### config.mk
export PLATFORM = sky130hd
export DESIGN_NAME = dcache_ctrl
export DESIGN_NICKNAME = d
export VERILOG_FILES = /design/src/hw/dcache_pkg.sv /design/src/hw/dcache_ctrl.sv
export SDC_FILE = /design/constraint.sdc
export NUM_CORES = 2
export LEC_CHECK = 0
export ABC_CLOCK_PERIOD_IN_PS = 3900
export BUFFER_PORTS_ARGS = -buffer_cell sky130_fd_sc_hd__buf_2
export CAP_MARGIN = 25
export CELL_PAD_IN_SITES_DETAIL_PLACEMENT = 1
export CELL_PAD_IN_SITES_GLOBAL_PLACEMENT = 2
export CORE_UTILIZATION = 38
export DETAILED_ROUTE_END_ITERATION = 6
export PLACE_DENSITY = 0.78
export SETUP_SLACK_MARGIN = 0.3
export SLEW_MARGIN = 25
export SYNTH_ARGS = -nofsm -noshare
export SYNTH_HDL_FRONTEND = slang
export SYNTH_SLANG_ARGS = --single-unit
### constraint.sdc
create_clock -name clk_i -period 3.9 [get_ports clk_i]
set_input_delay 0 -clock clk_i [delete_from_list [all_inputs] [get_ports clk_i]]
set_output_delay 0 -clock clk_i [all_outputs]
set_load 0.005 [all_outputs]
### src/hw/dcache_pkg.sv
package dcache_pkg;

    // Cache geometry, one 32-bit word per line
    localparam int ADDR_W   = 17;
    localparam int TAG_W    = 8;
    localparam int IDX_W    = 9;
    localparam int LINES    = 512;
    localparam int LANES    = 5;
    localparam int TAG_LANE = 4;

    // Controller state codes
    localparam logic [2:0] ST_IDLE = 3'd0;
    localparam logic [2:0] ST_CMP  = 3'd1;
    localparam logic [2:0] ST_AWR  = 3'd2;
    localparam logic [2:0] ST_MRD  = 3'd3;
    localparam logic [2:0] ST_MWR  = 3'd4;
    localparam logic [2:0] ST_DONE = 3'd5;

    // Core request, a zero mask means read
    typedef struct packed {
        logic              sel;
        logic [ADDR_W-1:0] addr;
        logic [31:0]       wdata;
        logic [3:0]        mask;
    } cpu_req_t;

    // One memory access, held until done
    typedef struct packed {
        logic              valid;
        logic              we;
        logic [ADDR_W-1:0] addr;
        logic [31:0]       wdata;
    } mem_req_t;

    typedef struct packed {
        logic        done;
        logic [31:0] rdata;
    } mem_rsp_t;

    // Write port of one byte-wide bank
    typedef struct packed {
        logic             en;
        logic [IDX_W-1:0] idx;
        logic [7:0]       data;
    } bank_wr_t;

    // Same word as a whole or split into byte lanes
    typedef union packed {
        logic [31:0]     word;
        logic [3:0][7:0] bytes;
    } data_word_u;

endpackage
### src/hw/dcache_ctrl.sv
`timescale 1ns/1ps

module dcache_ctrl
    import dcache_pkg::*;
(
    input  logic                  clk_i,
    input  logic                  rst_i,
    input  cpu_req_t              cpu_req_i,
    output logic                  stall_o,
    output logic [31:0]           rdata_o,
    output bank_wr_t [LANES-1:0]  bank_wr_o,
    output logic [IDX_W-1:0]      rd_idx_o,
    output logic                  rd_en_o,
    input  logic [LANES-1:0][7:0] bank_rd_i,
    output mem_req_t              mem_req_o,
    input  mem_rsp_t              mem_rsp_i
);

    logic [2:0]       state_q;
    logic [2:0]       state_d;

    // Line status kept in flops
    logic [LINES-1:0] valid_q;
    logic [LINES-1:0] dirty_q;

    // Array write source, set once a fill word is saved
    logic             fill_sel_q;
    data_word_u       fill_q;

    // Word and tag read in compare, used as read result and victim
    data_word_u       line_q;
    logic [TAG_W-1:0] victim_tag_q;

    logic [TAG_W-1:0] req_tag;
    logic [IDX_W-1:0] req_idx;
    logic             is_read;
    logic             is_full;
    logic             line_valid;
    logic             line_dirty;
    logic             tag_hit;
    data_word_u       cpu_word;
    data_word_u       rd_word;
    data_word_u       merged;
    data_word_u       wr_word;

    assign req_tag    = cpu_req_i.addr[ADDR_W-1 -: TAG_W];
    assign req_idx    = cpu_req_i.addr[IDX_W-1:0];
    assign is_read    = (cpu_req_i.mask == 4'b0000);
    assign is_full    = &cpu_req_i.mask;
    assign line_valid = valid_q[req_idx];
    assign line_dirty = dirty_q[req_idx];
    assign tag_hit    = (bank_rd_i[TAG_LANE] == req_tag);

    assign cpu_word.word = cpu_req_i.wdata;

    // Gather the data lanes back into one word
    always_comb begin
        for (int b = 0; b < 4; b++) begin
            rd_word.bytes[b] = bank_rd_i[b];
        end
    end

    // Fetched word with the masked core bytes laid over it
    always_comb begin
        merged.word = mem_rsp_i.rdata;
        for (int b = 0; b < 4; b++) begin
            if (cpu_req_i.mask[b]) begin
                merged.bytes[b] = cpu_word.bytes[b];
            end
        end
    end

    always_comb begin
        state_d = state_q;
        case (state_q)
            ST_IDLE: begin
                if (cpu_req_i.sel) begin
                    if (line_valid && (is_read || line_dirty)) begin
                        state_d = ST_CMP;
                    end else if (is_full) begin
                        state_d = ST_AWR;
                    end else begin
                        state_d = ST_MRD;
                    end
                end
            end
            ST_CMP: begin
                if (tag_hit) begin
                    state_d = is_read ? ST_DONE : ST_AWR;
                end else if (line_dirty) begin
                    state_d = ST_MWR;
                end else begin
                    state_d = ST_MRD;
                end
            end
            ST_MWR: begin
                // Full words need no fetch after the write-back
                if (mem_rsp_i.done) begin
                    state_d = is_full ? ST_AWR : ST_MRD;
                end
            end
            ST_MRD: begin
                if (mem_rsp_i.done) begin
                    state_d = ST_AWR;
                end
            end
            ST_AWR: begin
                // Reads go back through compare to pick up the new line
                state_d = is_read ? ST_CMP : ST_DONE;
            end
            ST_DONE: begin
                state_d = ST_IDLE;
            end
            default: begin
                state_d = ST_IDLE;
            end
        endcase
    end

    always_ff @(posedge clk_i) begin
        if (rst_i) begin
            state_q    <= ST_IDLE;
            valid_q    <= '0;
            dirty_q    <= '0;
            fill_sel_q <= 1'b0;
        end else begin
            state_q <= state_d;
            if (state_q == ST_IDLE) begin
                fill_sel_q <= 1'b0;
            end
            if ((state_q == ST_MRD) && mem_rsp_i.done) begin
                fill_sel_q <= 1'b1;
            end
            if (state_q == ST_AWR) begin
                valid_q[req_idx] <= 1'b1;
                dirty_q[req_idx] <= !is_read;
            end
        end
    end

    always_ff @(posedge clk_i) begin
        if (state_q == ST_CMP) begin
            line_q       <= rd_word;
            victim_tag_q <= bank_rd_i[TAG_LANE];
        end
        if ((state_q == ST_MRD) && mem_rsp_i.done) begin
            fill_q <= merged;
        end
    end

    // Bank writes, the fill word goes to every lane
    always_comb begin
        wr_word = fill_sel_q ? fill_q : cpu_word;
        for (int l = 0; l < TAG_LANE; l++) begin
            bank_wr_o[l].en   = (state_q == ST_AWR) && (fill_sel_q || cpu_req_i.mask[l]);
            bank_wr_o[l].idx  = req_idx;
            bank_wr_o[l].data = wr_word.bytes[l];
        end
        bank_wr_o[TAG_LANE].en   = (state_q == ST_AWR);
        bank_wr_o[TAG_LANE].idx  = req_idx;
        bank_wr_o[TAG_LANE].data = req_tag;
    end

    assign rd_idx_o = req_idx;
    assign rd_en_o  = (state_d == ST_CMP);

    assign mem_req_o.valid = (state_q == ST_MWR) || (state_q == ST_MRD);
    assign mem_req_o.we    = (state_q == ST_MWR);
    assign mem_req_o.addr  = (state_q == ST_MWR) ? {victim_tag_q, req_idx} : cpu_req_i.addr;
    assign mem_req_o.wdata = line_q.word;

    assign stall_o = (state_d != ST_IDLE);
    assign rdata_o = line_q.word;

    // Reset leaves the FSM idle, so an idle core sees no stall
    a_stall_low_after_reset: assert property (@(posedge clk_i)
        $past(rst_i) && !cpu_req_i.sel |-> !stall_o);

    // Request fields are frozen until the bus side answers
    a_mem_req_hold: assert property (@(posedge clk_i) disable iff (rst_i)
        mem_req_o.valid && !mem_rsp_i.done |=> $stable(mem_req_o));

endmodule

==> impl_metrics.csv <==
group,metric,value,unit
run_status,status,"complete, but fails checks",
run_status,failed_checks,"setup timing",
placed_design,port_buffers,312,
routing,routed_wl,166000,um
clock_network,root_buffer,"clkbuf_16",
yosys,ys_ff_latch,1100,
critical_path,crit_path_start_kind,"register",
placed_design,place_congestion,0.835,
yosys,synth_nets,5231,
timing,rsz0062_at_grt,"true",
critical_path,cp_data_required_time,3900,ps
pwr,ir_drop,0.000328,V
pwr,powerDensity,463,mW/mm2
yosys,yosysTopAreaCell,"dfxtp_1",
timing,finalClockSkew,17.6,ps
final_layout,layout.nets,5515,
clock_network,cts_buffer_depth,3,
clock_network,clock_latency,720,ps
die,start_util,38.4,%
timing,fin_crit_sh,103,%
critical_path,crit_top_cell,"buf_4",
timing,setup_viol,2,
global_routing,grt_usage,26.0,%
yosys,yosysSeqAreaShare,48.4,%
timing,fmax,0.248,GHz
final_layout,postLayoutCoreUtil,45.2,%
routing,post_drt_wl_per_cell,23.4,um
critical_path,end_kind,"primary output",
final_layout,drive_gt1_share,16.9,%
critical_path,critPathKind,"register to primary output",
die,die_w,354,um
yosys,synth_cell_type_count,72,
timing,slew_viol_final,0,
clock_network,numClockSinks,1100,
yosys,synth_ff_type,"dfxtp_1",
yosys,ys_warn_count,0,
global_routing,grt_overflow_total,0,
global_routing,grt_pass1_wl,252000,um
critical_path,slowest_delay,560,ps
yosys,syn_avg_cell_area,9.20,um2
routing,viasPerCell,5.47,
pwr,p_leak,19.7,nW
clock_network,htree_levels,3,
clock_network,cts_made_buffers,121,
timing,fin_crit,4030,ps
yosys,synth.area.top_cells,"dfxtp_1 (44%), nor2_1 (17%), a211oi_1 (8.3%)",
timing,slew_headroom,41.8,%
critical_path,arrival,4030,ps
routing,drt_first_iter_violations,2646,
critical_path,cp_max_fo,3,
yosys,async_flop_share,0,%
global_routing,grt_max_degree,148,
routing,detail-route-antenna-nets,0,
placed_design,placed_cells,6746,
critical_path,cp_cell_sequence,"mux4_2 -> o22ai_2 -> nor4_2 -> buf_4 -> or4_4 -> nor4_4 -> buf_4 -> nand4_1 -> nor3_4 -> buf_4 -> a211oi_4 -> o21bai_2 -> nand4_1 -> buf_2",
clock_network,cts_tree,"yes",
die,dieArea,0.125,mm2
routing,drt-pass1-iter-count,7,
final_layout,area_growth_syn_to_layout,17.6,%
pwr,total_power,25.6,mW
min_path,min_path_type,"input pin to register",
clock_network,clk_pin_slew_worst_paths,60,ps
die,core_area,0.122,mm2
die,dieHeight,354,um
routing,drcViolationCount,0,
timing,tightest_slew,870,ps
placed_design,dpl.hpwl,105000,um
yosys,synth_top_area_share,43.8,%
global_routing,antenna_found_initial,3,
final_layout,nFillCells,14000,
job,cap_violations,0,
critical_path,slowest_stage,"or4_4",
global_routing,grt_pass1_vias,39800,
yosys,synth_area,0.0470,mm2
timing,setup_ws,-126,ps
die,io_pins,313,
final_layout,stdcell_count,7102,
timing,finalHoldViolations,0,
yosys,postSynthCellCount,5102,
routing,via_count,38800,
yosys,synth_enable_flop_cells,72,
die,rows,128,
## cells in the final DEF, fill, tap and decap left out, types with 4 or more instances in the layout
cell           synthesis  layout
nor3_1                10      10
mux2_2                84      84
nor4_1                 9       6
nand3_1               63      59
clkbuf_1             278      27
nand2_2                1      13
nand2_1               81      69
clkbuf_8              13      28
nor2_1              2085    2083
a211oi_1             520     518
dfxtp_1             1028    1027
bufinv_16              0       9
mux2i_1              209     209
o22ai_1               15      14
nand2b_1               9       9
a31oi_1               11      11
buf_12                18      37
buf_2                 20     308
mux4_1                51      50
nand4_1               17      17
a311oi_1               5       5
a22o_1                10      10
dlygate4sd3_1          0     138
a2111oi_0              6       6
clkinv_2               0      15
buf_4                116     156
a22oi_1               84      84
o21ai_0               14      14
mux4_2               103     104
clkinv_1               0       4
a21oi_1               29      29
xor2_1                 8       8
edfxtp_1              72      72
a221oi_1               6       6
o221ai_1               4       4
nor2b_1               25      23
clkbuf_16              0     126
## cells in the mapped netlist (all sizes together) (4+ instances only)
| master | n |
|---|---|
| o22ai | 15 |
| o21ai | 17 |
| clkbuf | 291 |
| a21oi | 29 |
| a2111oi | 6 |
| a221oi | 8 |
| a22oi | 85 |
| o221ai | 4 |
| dfxtp | 1028 |
| nor3 | 11 |
| mux4 | 155 |
| or4 | 5 |
| buf | 190 |
| nor2 | 2085 |
| a31oi | 11 |
| nand4 | 17 |
| mux2 | 84 |
| nand3 | 63 |
| edfxtp | 72 |
| a22o | 10 |
| and2 | 6 |
| a211oi | 522 |
| xor2 | 8 |
| a311oi | 5 |
| mux2i | 209 |
| nor4 | 10 |
| nor2b | 25 |
| nand2b | 9 |
| nand2 | 82 |
## logic make-up after synthesis
kind of cell,Yosys count,synth area share [%]
xor+xnor,8,0.149
compound gates,734,11.6
buf+inv,484,6.10
simple gates,2328,19.4
flops,1100,48.4
mux,448,14.3
## routing by layer
metal  global-route usage [%]  part of all wire, %  vias up
met3                     3.48                  4.5      252
met4                     7.80                  2.6        0
met1                     35.3                   46    19400
li1                         -                    -    18200
met5                        0                    0        -
met2                     43.0                   47      938
## flip-flops by register name, summed over array words and instances (netlist names)
name	cells
dirty_q	512
fill_q	32
rdata_o	32
state_q	3
victim_tag_q	8
valid_q	512
fill_sel_q	1
## per-stage QoR
step,setup TNS (ps),worst slack [ps],hold WS [ps],area (um2)
5_1_grt,-446,-246,27.2,55200
4_1_cts,-350,-181,6.19,55200
2_1_floorplan,0,970,80.8,47000
3_5_place_dp,-324,-198,178,49700
3_3_place_gp,-254,-138,176,49700
6_report,-241,-126,40.1,55200
## repair_timing
action | CTS | global route
setup endpoints to repair | 2 | 2
resized for setup | 13 | 1
endpoints found under the hold margin | 159 | 0
buffers inserted | 3 | 1
pin swaps | 0 | 2
hold buffers | 138 | 0
## worst paths after layout
check | endpoint | slack (ps) | cells after the start | from
setup / recovery | stall_o | -130 | 14 | dirty_q[162]
hold / removal | rdata_o[14] | 40 | 2 | bank_rd_i[14]
setup reg to reg | state_q[0] | 590 | 14 | dirty_q[162]
hold reg to reg | valid_q[398] | 460 | 2 | valid_q[398]
## power breakdown
part | leakage (nW) | internal (mW) | switching [mW]
Clock | 1.98 | 6.95 | 4.74
Sequential | 8.94 | 11.6 | 0.0924
Combinational | 8.75 | 0.843 | 1.39
## cell type report
class / instances / area, um2 / area share (%)
Clock buffer: 180 / 3630 / 6.57
Sequential cell: 1100 / 22700 / 41.2
Multi-Input combinational cell: 3518 / 21500 / 39.0
Clock inverter: 32 / 403 / 0.730
Inverter: 3 / 11.3 / 0.0204
Antenna cell: 2 / 5.00 / 0.00906
Timing Repair Buffer: 642 / 4880 / 8.83
Tap cell: 1625 / 2030 / 3.68
## worst max-delay path: cells and delay by family, from the launching register on
kind	cells	cell delay [ps]
simple gates	6	1420
buf+inv	4	650
mux	1	460
compound gates	3	440
flops	1	320
No activity file was read; power rests on OpenSTA's default activity.
