`config.mk`:
```
export PLATFORM = sky130hd
export DESIGN_NAME = dcache_wb_master
export DESIGN_NICKNAME = d
export VERILOG_FILES = /design/src/hw/dcache_pkg.sv /design/src/hw/dcache_wb_master.sv
export SDC_FILE = /design/constraint.sdc
export NUM_CORES = 1
export LEC_CHECK = 0
export BUFFER_PORTS_ARGS = -buffer_cell sky130_fd_sc_hd__buf_2
export CAP_MARGIN = 20
export CORE_UTILIZATION = 36
export DETAILED_ROUTE_END_ITERATION = 8
export GPL_TIMING_DRIVEN = 0
export PLACE_DENSITY = 0.85
export SLEW_MARGIN = 20
export SYNTH_ARGS = -nofsm -noshare
export SYNTH_HDL_FRONTEND = slang
export SYNTH_SLANG_ARGS = --single-unit
```
`constraint.sdc`:
```
create_clock -name clk_i -period 1.7 [get_ports clk_i]
set_input_delay 0.085 -clock clk_i [delete_from_list [all_inputs] [get_ports clk_i]]
set_output_delay 0.085 -clock clk_i [all_outputs]
set_load 0.1 [all_outputs]
```
`src/hw/dcache_pkg.sv`:
```
package dcache_pkg;

    // Cache geometry, one 32-bit word per line
    localparam int ADDR_W   = 17;
    localparam int TAG_W    = 8;
    localparam int IDX_W    = 9;
    localparam int LINES    = 512;
    localparam int LANES    = 5;
    localparam int TAG_LANE = 4;

    // Controller state codes
    localparam logic [2:0] ST_IDLE = 3'd0;
    localparam logic [2:0] ST_CMP  = 3'd1;
    localparam logic [2:0] ST_AWR  = 3'd2;
    localparam logic [2:0] ST_MRD  = 3'd3;
    localparam logic [2:0] ST_MWR  = 3'd4;
    localparam logic [2:0] ST_DONE = 3'd5;

    // Core request, a zero mask means read
    typedef struct packed {
        logic              sel;
        logic [ADDR_W-1:0] addr;
        logic [31:0]       wdata;
        logic [3:0]        mask;
    } cpu_req_t;

    // One memory access, held until done
    typedef struct packed {
        logic              valid;
        logic              we;
        logic [ADDR_W-1:0] addr;
        logic [31:0]       wdata;
    } mem_req_t;

    typedef struct packed {
        logic        done;
        logic [31:0] rdata;
    } mem_rsp_t;

    // Write port of one byte-wide bank
    typedef struct packed {
        logic             en;
        logic [IDX_W-1:0] idx;
        logic [7:0]       data;
    } bank_wr_t;

    // Same word as a whole or split into byte lanes
    typedef union packed {
        logic [31:0]     word;
        logic [3:0][7:0] bytes;
    } data_word_u;

endpackage
```
`src/hw/dcache_wb_master.sv`:
```
`timescale 1ns/1ps

module dcache_wb_master
    import dcache_pkg::*;
(
    input  logic              clk_i,
    input  logic              rst_i,
    input  mem_req_t          req_i,
    output mem_rsp_t          rsp_o,
    output logic              wb_cyc_o,
    output logic              wb_stb_o,
    output logic              wb_we_o,
    output logic [ADDR_W-1:0] wb_adr_o,
    output logic [31:0]       wb_dat_o,
    output logic [3:0]        wb_sel_o,
    input  logic [31:0]       wb_dat_i,
    input  logic              wb_ack_i
);

    logic              cyc_q;
    logic              stb_q;
    logic              we_q;
    logic [ADDR_W-1:0] adr_q;
    logic [31:0]       dat_q;

    logic              launch;
    logic              ack_seen;

    // One access at a time, a new one only while the bus is free
    assign launch   = req_i.valid && !cyc_q;
    assign ack_seen = cyc_q && stb_q && wb_ack_i;

    always_ff @(posedge clk_i) begin
        if (rst_i) begin
            cyc_q <= 1'b0;
            stb_q <= 1'b0;
        end else if (launch) begin
            cyc_q <= 1'b1;
            stb_q <= 1'b1;
        end else if (ack_seen) begin
            cyc_q <= 1'b0;
            stb_q <= 1'b0;
        end
    end

    // Address and data stay put for the whole bus cycle
    always_ff @(posedge clk_i) begin
        if (launch) begin
            we_q  <= req_i.we;
            adr_q <= req_i.addr;
            dat_q <= req_i.wdata;
        end
    end

    assign wb_cyc_o = cyc_q;
    assign wb_stb_o = stb_q;
    assign wb_we_o  = we_q;
    assign wb_adr_o = adr_q;
    assign wb_dat_o = dat_q;
    assign wb_sel_o = 4'hf;

    assign rsp_o.done  = ack_seen;
    assign rsp_o.rdata = wb_dat_i;

    a_stb_needs_cyc: assert property (@(posedge clk_i) disable iff (rst_i)
        $rose(wb_stb_o) |-> wb_cyc_o);

    // Controller keeps its request steady while the cycle is open
    a_req_held_in_cycle: assert property (@(posedge clk_i) disable iff (rst_i)
        wb_cyc_o |-> req_i.valid && $stable(req_i));

endmodule

```
==> results of run 1 <==
-- cells in the final DEF (no fill, tap or decap) --
| cell type | n |
|---|---|
| and2b_4 | 1 |
| clkinv_4 | 1 |
| dlygate4sd3_1 | 51 |
| buf_4 | 38 |
| clkbuf_8 | 5 |
| edfxtp_1 | 50 |
| nor2_1 | 1 |
| and2_4 | 1 |
| clkinv_1 | 1 |
| dfxtp_2 | 1 |
| clkinvlp_4 | 1 |
| nor3_2 | 1 |
| buf_2 | 138 |
| conb_1 | 4 |
-- logic make-up after synthesis --
kind of cell	count (synthesis)
buf+inv	38
other cells	1
flops	51
simple gates	4
-- final timing paths --
kind              from     endpoint
max reg2reg   wb_stb_o  wb_dat_o[6]
min reg2reg   wb_stb_o     wb_stb_o
max           wb_stb_o  wb_dat_o[6]
min          req_i[50]     wb_stb_o
-- state kept, by name (all words and copies together) (netlist names) --
| signal | count |
|---|---|
| wb_adr_o | 17 |
| wb_dat_o | 32 |
| wb_stb_o | 1 |
| wb_we_o | 1 |
-- power by group --
group	switching (mW)	internal, mW	total [mW]
clock network	0.371	0.287	0.658
registers	0.0188	1.47	1.49
logic	0.998	0.253	1.25
-- what timing repair did --
item,4_1_cts,5_1_grt
hold buffers,51,0
setup buffers,0,0
hold endpoints to repair,51,0
-- cell type report --
cell class                 count  area (um2)
clock buffer                   5        68.8
sequential                    51        1520
buffer                        38         285
clock inverter                 3        20.0
multi-input combinational      8        47.5
fill                         355        1590
timing repair buffer         189        1200
tap                           67        83.8
-- synth_stat cells (all sizes together) --
cell type	n
and2	1
dfxtp	1
conb	1
buf	38
edfxtp	50
and2b	1
nor3	1
nor2	1
-- through the flow --
step                      utilization [%]  setup slack [ps]
after floorplan                         -               150
after global placement               54.6               285
after CTS                            67.0               231
final                                67.0               239
after global routing                 67.0               164
after detailed placement             54.6               248
-- routing by layer --
metal / GRT usage (%) / wire length (um)
met1: 14.7 / 1420
met2: 33.1 / 2650
met3: 6.31 / 466
met4: 5.34 / 43
met5: 0 / 0
==> metrics.cfg, run 1 <==
[floorplan]
die_h_um=73.5
io_pins=175
die_area_um2=5410
coreArea_um2=4820
dieWidth_um=73.5
initial_core_util_pct=38.2
placementRows=25

[clock_tree]
clk_pin_slew_ps=90
numCtsBuffers=5
clk_latency_ps=290
cts_tree=built
clk_path_buf_depth=2
clock-root-buffer=clkbuf_8
ctsResizeCount=0
clkSinkCount=51
htreeDepth=2

[yosys]
synth_xor_area_share_pct=0
synth.mux.area_fraction_pct=0
synth_top_family_by_area=buffers and inverters
yosysTopAreaCell=edfxtp_1
synthAdderAreaFrac_pct=0
synth_simple_gate_area_share_pct=1.70
synthCells=94
ys_seq_area_share_pct=82.6
ys_ff_latch=51
ys_types=8
syn_area_per_cell_um2=19.6
syn-cell-area_um2=1840
yosys_warnings=0
synth-compound-area-share_pct=0
synth_area_leaders=edfxtp_1 (82%), buf_4 (15%), dfxtp_1 (1.1%)
synth_top_area_share_pct=81.5

[pwr]
power_mw=3.40
powerDensity_nw_per_um2=1050
ir_drop_uv=667
leakagePower_nw=1.49

[placement]
dp.cells=302
io_buffers=138
gp_congestion=0.662
dpl_cell_area_um2=2630

[setup_path]
path_class=register to register
start_kind=register
cp-end-kind=register
cp.required_ps=1630
critical_path.top_delay_family=simple AND/OR/NAND/NOR gates
cpPeakStageDelay_ps=720
critPathBufInv=0
worst-r2r-setup-slack_ps=240
path_max_fanout=50
crit_slowest_cell=and2b_4
crit_chain=and2b_4
worst-path-stages=1
r2r_cells=1
arrival_ps=1390

[hold_path]
worstHoldPathType=primary input to register
holdPathStages=3

[timing]
fmax_mhz=684
slew_viol_final=0
finalSetupTns_ps=0
final.setup_skew_ps=4.68
fin_crit_ps=1460
hold_viol=0
period_share_pct=86.0
setup_viol=0
slew_headroom_pct=50.9
rsz0062_at_grt=no
hold_slack_ps=53.7
tightest_slew_ps=736

[routing]
drtPass1Iterations=4
wire_per_inst_um=12.7
drc=0
via_per_inst=4.12
antenna_left=0
wirelength_mm=4.58
vias=1486
drt_iter0_markers=27

[global_route]
antenna_found_initial=0
grt_pass1_vias=1463
grt-ovfl-total=0
grtUsageTotal_pct=16.5
grt_max_degree=51
grt_pass1_wl_mm=6.47

[run_status]
status=completed

[cells_and_area]
area_growth_pct=75.3
fin_area_um2=3230
num-nets-final=379
drive_gt1_share_pct=63.6
finalNonFillerCells=361
antenna_cells=0

[flow_run]
maxCapViolCount=0

No activity file was read; power rests on OpenSTA's default activity.
==> inputs of run 2 (changes only) <==
--- a/config.mk
+++ b/config.mk
@@ -11,6 +11,7 @@
 export DETAILED_ROUTE_END_ITERATION = 8
 export GPL_TIMING_DRIVEN = 0
 export PLACE_DENSITY = 0.85
+export SETUP_SLACK_MARGIN = 0.3
 export SLEW_MARGIN = 20
 export SYNTH_ARGS = -nofsm -noshare
 export SYNTH_HDL_FRONTEND = slang
==> constraint.sdc (replaced) <==
create_clock -name clk_i -period 1.4 [get_ports clk_i]
set_input_delay 0.07 -clock clk_i [delete_from_list [all_inputs] [get_ports clk_i]]
set_output_delay 0.07 -clock clk_i [all_outputs]
set_load 0.05 [all_outputs]
==> run 2 against run 1 <==
  * Final area up 2.3%
  * Combinational power fell by 20%
  * Flip-flop and latch count is the same
  * Non-clock buffer count up 1
  * First-iteration DRC count rose by 110%
  * Global-route usage increased by 1.5 points
  * Routed wire length grew 9.1%
  * Final cell count up 0.83%
  * Clock-buffer cell count stayed put
  * Sequential share of layout area fell by 0.98 points
  * Core utilization up 1.5 points
  * Critical path type is now register to primary output
  * Largest power group unchanged
==> metrics.cfg, run 2 (same netlist as run 1, synthesis figures left out) <==
[routing]
wl_met3_um=481
dr.max_layer_used=met4
wire_per_inst_um=13.7
drc=0
via_per_inst=4.12
drtPass1Iterations=3
wirelength_mm=5.00
route.met2.wl_mm=2.95
wl_met1_mm=1.54
antenna_left=0
vias=1499
drt_iter0_markers=56

[cells_and_area]
layout_commonest_cell=buf_2
regArea_um2=1530
final_cell_mix=buf_2 (136), dlygate4sd3_1 (51), edfxtp_1 (50), buf_4 (39), clkbuf_8 (5)
largest_reg_flops=32
nFillCells=375
num-nets-final=383
final_util_pct=68.6
drive_gt1_share_pct=64.3
multiInputGateArea_um2=77.6
area_growth_pct=79.3
finalNonFillerCells=364
antenna_cells=0

[setup_path]
cp-end-kind=primary output
arrival_ps=1070
path_max_fanout=8
path_class=register to primary output
cp.required_ps=1330
start_kind=register

[placement]
dp_hpwl_mm=3.25
gp_congestion=0.658
io_buffers=138
dp.cells=302

[run_status]
status=completed

[timing]
rsz0062_at_grt=yes
final.setup_skew_ps=3.28
finalSetupTns_ps=0
slew_viol_final=0
fmax_mhz=877
hold_viol=0
period_share_pct=81.4
setup_viol=0
fin_crit_ps=1140

[clock_tree]
cts_tree=built
numCtsBuffers=5
clk_latency_ps=290
clkSinkCount=51
clk_pin_slew_ps=80
clock-root-buffer=clkbuf_8
htreeDepth=2
clk_path_buf_depth=2

[global_route]
grt_max_degree=16
grtUsageTotal_pct=18.0
grt_pass1_vias=1560
grt-ovfl-total=0
antenna_found_initial=0
grt_pass1_wl_mm=6.92

[pwr]
power_mw=3.77
ir_drop_uv=788
powerDensity_nw_per_um2=1140
leakagePower_nw=1.53

[floorplan]
die_area_um2=5410
initial_core_util_pct=38.2
dieWidth_um=73.5
io_pins=175
die_h_um=73.5
coreArea_um2=4820
placementRows=25

[flow_run]
maxCapViolCount=0

[hold_path]
worstHoldPathType=primary input to register

-- run 2: final timing paths --
kind,start,endpoint,slack [ps],cells past startpoint
worst max-delay path,wb_stb_o,rsp_o[32],260,3
worst min-delay path,req_i[50],wb_stb_o,160,3
worst max register to register,wb_stb_o,wb_dat_o[24],320,1
worst min register to register,wb_stb_o,wb_stb_o,610,2
-- run 2: timing repair --
item,4_1_cts,5_1_grt
cloned,3,0
setup endpoints to repair,51,27
hold buffers,51,0
buffers inserted,1,0
gates resized for setup,9,3
hold endpoints to repair,51,0
pin swaps,1,1
-- run 2: stage by stage --
stage                     setup WS (ps)  cell area (um2)  hold WS (ps)
after detailed placement          -73.9             2630           230
final                               260             3300           159
after CTS                           232             3300           116
after global routing                214             3300           153
after floorplan                    10.7             1860           130
after global placement            -42.3             2630           227
-- run 2: area by class of cell --
cell class	count	share of cell area, %
well taps	67	2.54
multi-input cells	11	2.35
repair buffers	190	37.0
plain buffers	38	8.75
flip-flops and latches	51	46.2
clock buffers	5	2.08
clock inverters	2	1.14
-- run 2: report_power, final --
part	leakage (nW)	internal, mW	switching, mW
clock	0.0502	0.522	0.436
combinational	0.989	0.327	0.670
sequential	0.487	1.79	0.0259
-- run 2: worst max-delay path, stage by stage (launching register included) --
cell,delay [ps]
dfxtp_4,400
and2_4,160
buf_6,90
buf_8,130
-- run 2: metal layers --
metal | vias up | track usage, %
li1 | 697 | -
met1 | 694 | 15.9
met2 | 103 | 37.2
met3 | 5 | 6.45
met4 | 0 | 4.70
met5 | - | 0
==> inputs of run 3 (changes only) <==
==> constraint.sdc (replaced) <==
create_clock -name clk_i -period 1.13 [get_ports clk_i]
set_input_delay 0.0565 -clock clk_i [delete_from_list [all_inputs] [get_ports clk_i]]
set_output_delay 0.0565 -clock clk_i [all_outputs]
set_load 0.05 [all_outputs]
==> run 3 against run 2 <==
  * Worst setup slack lost 240 ps
  * Die area is the same
  * Global-route usage increased by 3.6 points
  * Sequential share of layout area decreased by 4.1 points
  * Clock-buffer cell count is 1 higher
  * Routed wire length is 15% higher
  * Via count grew 1.5%
  * Combinational power grew 40%
  * Register-to-register slack worse by 270 ps
  * Sequential power is 25% higher
  * Critical path type unchanged
  * Largest cell class is now buffers
  * Largest power group unchanged
  * Highest routed layer unchanged
==> metrics.cfg, run 3 (same netlist as run 1, synthesis figures left out) <==
[setup_path]
reg2reg_from=wb_stb_o
r2r_cells=2
start_kind=register
cp-end-kind=primary output
cpPeakStageDelay_ps=370
path_max_fanout=6
arrival_ps=1060
cp.required_ps=1070
setup.worst_path.start=wb_stb_o
crit_slowest_cell=dfxtp_4
worstSetupEndpoint=rsp_o[32]
crit_chain=and2_4, buf_6, buf_8
r2r-end=wb_we_o
path_class=register to primary output
worst-r2r-setup-slack_ps=50

[cells_and_area]
drive_gt1_share_pct=64.1
num-nets-final=385
antenna_cells=0
layout_commonest_cell=buf_2
area_growth_pct=96.9
final_cell_mix=buf_2 (85), buf_6 (52), dlygate4sd3_1 (51), edfxtp_1 (50), buf_4 (38)
final_util_pct=75.3
largest_reg_flops=32

[routing]
drc=0
drtPass1Iterations=4
vias=1521
via_per_inst=4.17
antenna_left=0
drt_iter0_markers=64
wire_per_inst_um=15.8
wirelength_mm=5.76

[floorplan]
placementRows=25
die_area_um2=5410
initial_core_util_pct=38.2
die_h_um=73.5
dieWidth_um=73.5
coreArea_um2=4820
io_pins=175

[timing]
rsz0062_at_grt=yes
period_share_pct=98.5
fmax_mhz=898
final.setup_skew_ps=7.20
fin_crit_ps=1110
fin_ws_ps=16.6
hold_viol=0
slew_viol_final=0
setup_viol=0
hold_slack_ps=152

[run_status]
status=completed

[placement]
preCtsSetupSlack_ps=-333
gp_congestion=0.637
io_buffers=138

[global_route]
grtUsageTotal_pct=21.7
antenna_found_initial=0
grt_pass1_vias=1652
grt_pass1_wl_mm=8.25
grt_max_degree=14
grt-ovfl-total=0

[pwr]
powerDensity_nw_per_um2=1270
ir_drop_uv=924
power_mw=4.59
leakagePower_nw=1.64

[flow_run]
maxCapViolCount=0

[clock_tree]
clk_pin_slew_ps=80
clkSinkCount=51
clock-root-buffer=clkbuf_8
cts_tree=built
htreeDepth=2
clk_latency_ps=290
numCtsBuffers=5
clk_path_buf_depth=2

[hold_path]
worstHoldPathType=primary input to register

-- run 3: timing repair --
| item | in CTS | in global routing |
|---|---|---|
| cloned | 4 | 0 |
| hold buffers | 51 | 0 |
| setup buffers | 2 | 0 |
| endpoints found under the hold margin | 51 | 0 |
| resized for setup | 117 | 4 |
| setup endpoints to repair | 103 | 104 |
-- run 3: layer usage --
layer / share of wire [%] / track usage (%)
met4: 1.6 / 5.77
met1: 32 / 20.2
met5: 0 / 0
met2: 56 / 42.4
met3: 11 / 9.05
-- run 3: cell type report --
| type | instances | area, um2 |
|---|---|---|
| repair buffers | 191 | 1560 |
| flip-flops and latches | 51 | 1530 |
| fillers | 303 | 1190 |
| plain buffers | 38 | 289 |
| multi-input cells | 12 | 93.8 |
| well taps | 67 | 83.8 |
| clock buffers | 6 | 72.6 |
-- run 3: worst max-delay path: cells and delay by family, from the launching register on --
family	cells	cell delay [ps]
flip-flops	1	370
AND/OR/NAND/NOR	1	140
buffers and inverters	2	250
-- run 3: stage by stage --
stage | cells | cell area (um2) | setup TNS (ps)
2_1_floorplan | 97 | 1860 | -12960
3_3_place_gp | 302 | 2640 | -14590
6_report | 365 | 3630 | 0
4_1_cts | 365 | 3610 | 0
5_1_grt | 365 | 3630 | -27.9
3_5_place_dp | 302 | 2640 | -16470
-- run 3: worst min path at each step --
stage	to	startpoint	slack, ps	depth (start not counted)
after floorplan	wb_stb_o	rst_i	120	1
after global placement	wb_stb_o	rst_i	210	2
after detailed placement	wb_stb_o	rst_i	230	2
after CTS	wb_stb_o	req_i[50]	130	3
after global routing	wb_stb_o	wb_ack_i	150	4
final	wb_stb_o	wb_ack_i	150	4
-- run 3: where the power goes --
| part | internal, mW | switching, mW |
|---|---|---|
| combinational | 0.549 | 0.852 |
| clock | 0.413 | 0.508 |
| sequential | 2.22 | 0.0558 |
| total | 3.18 | 1.42 |
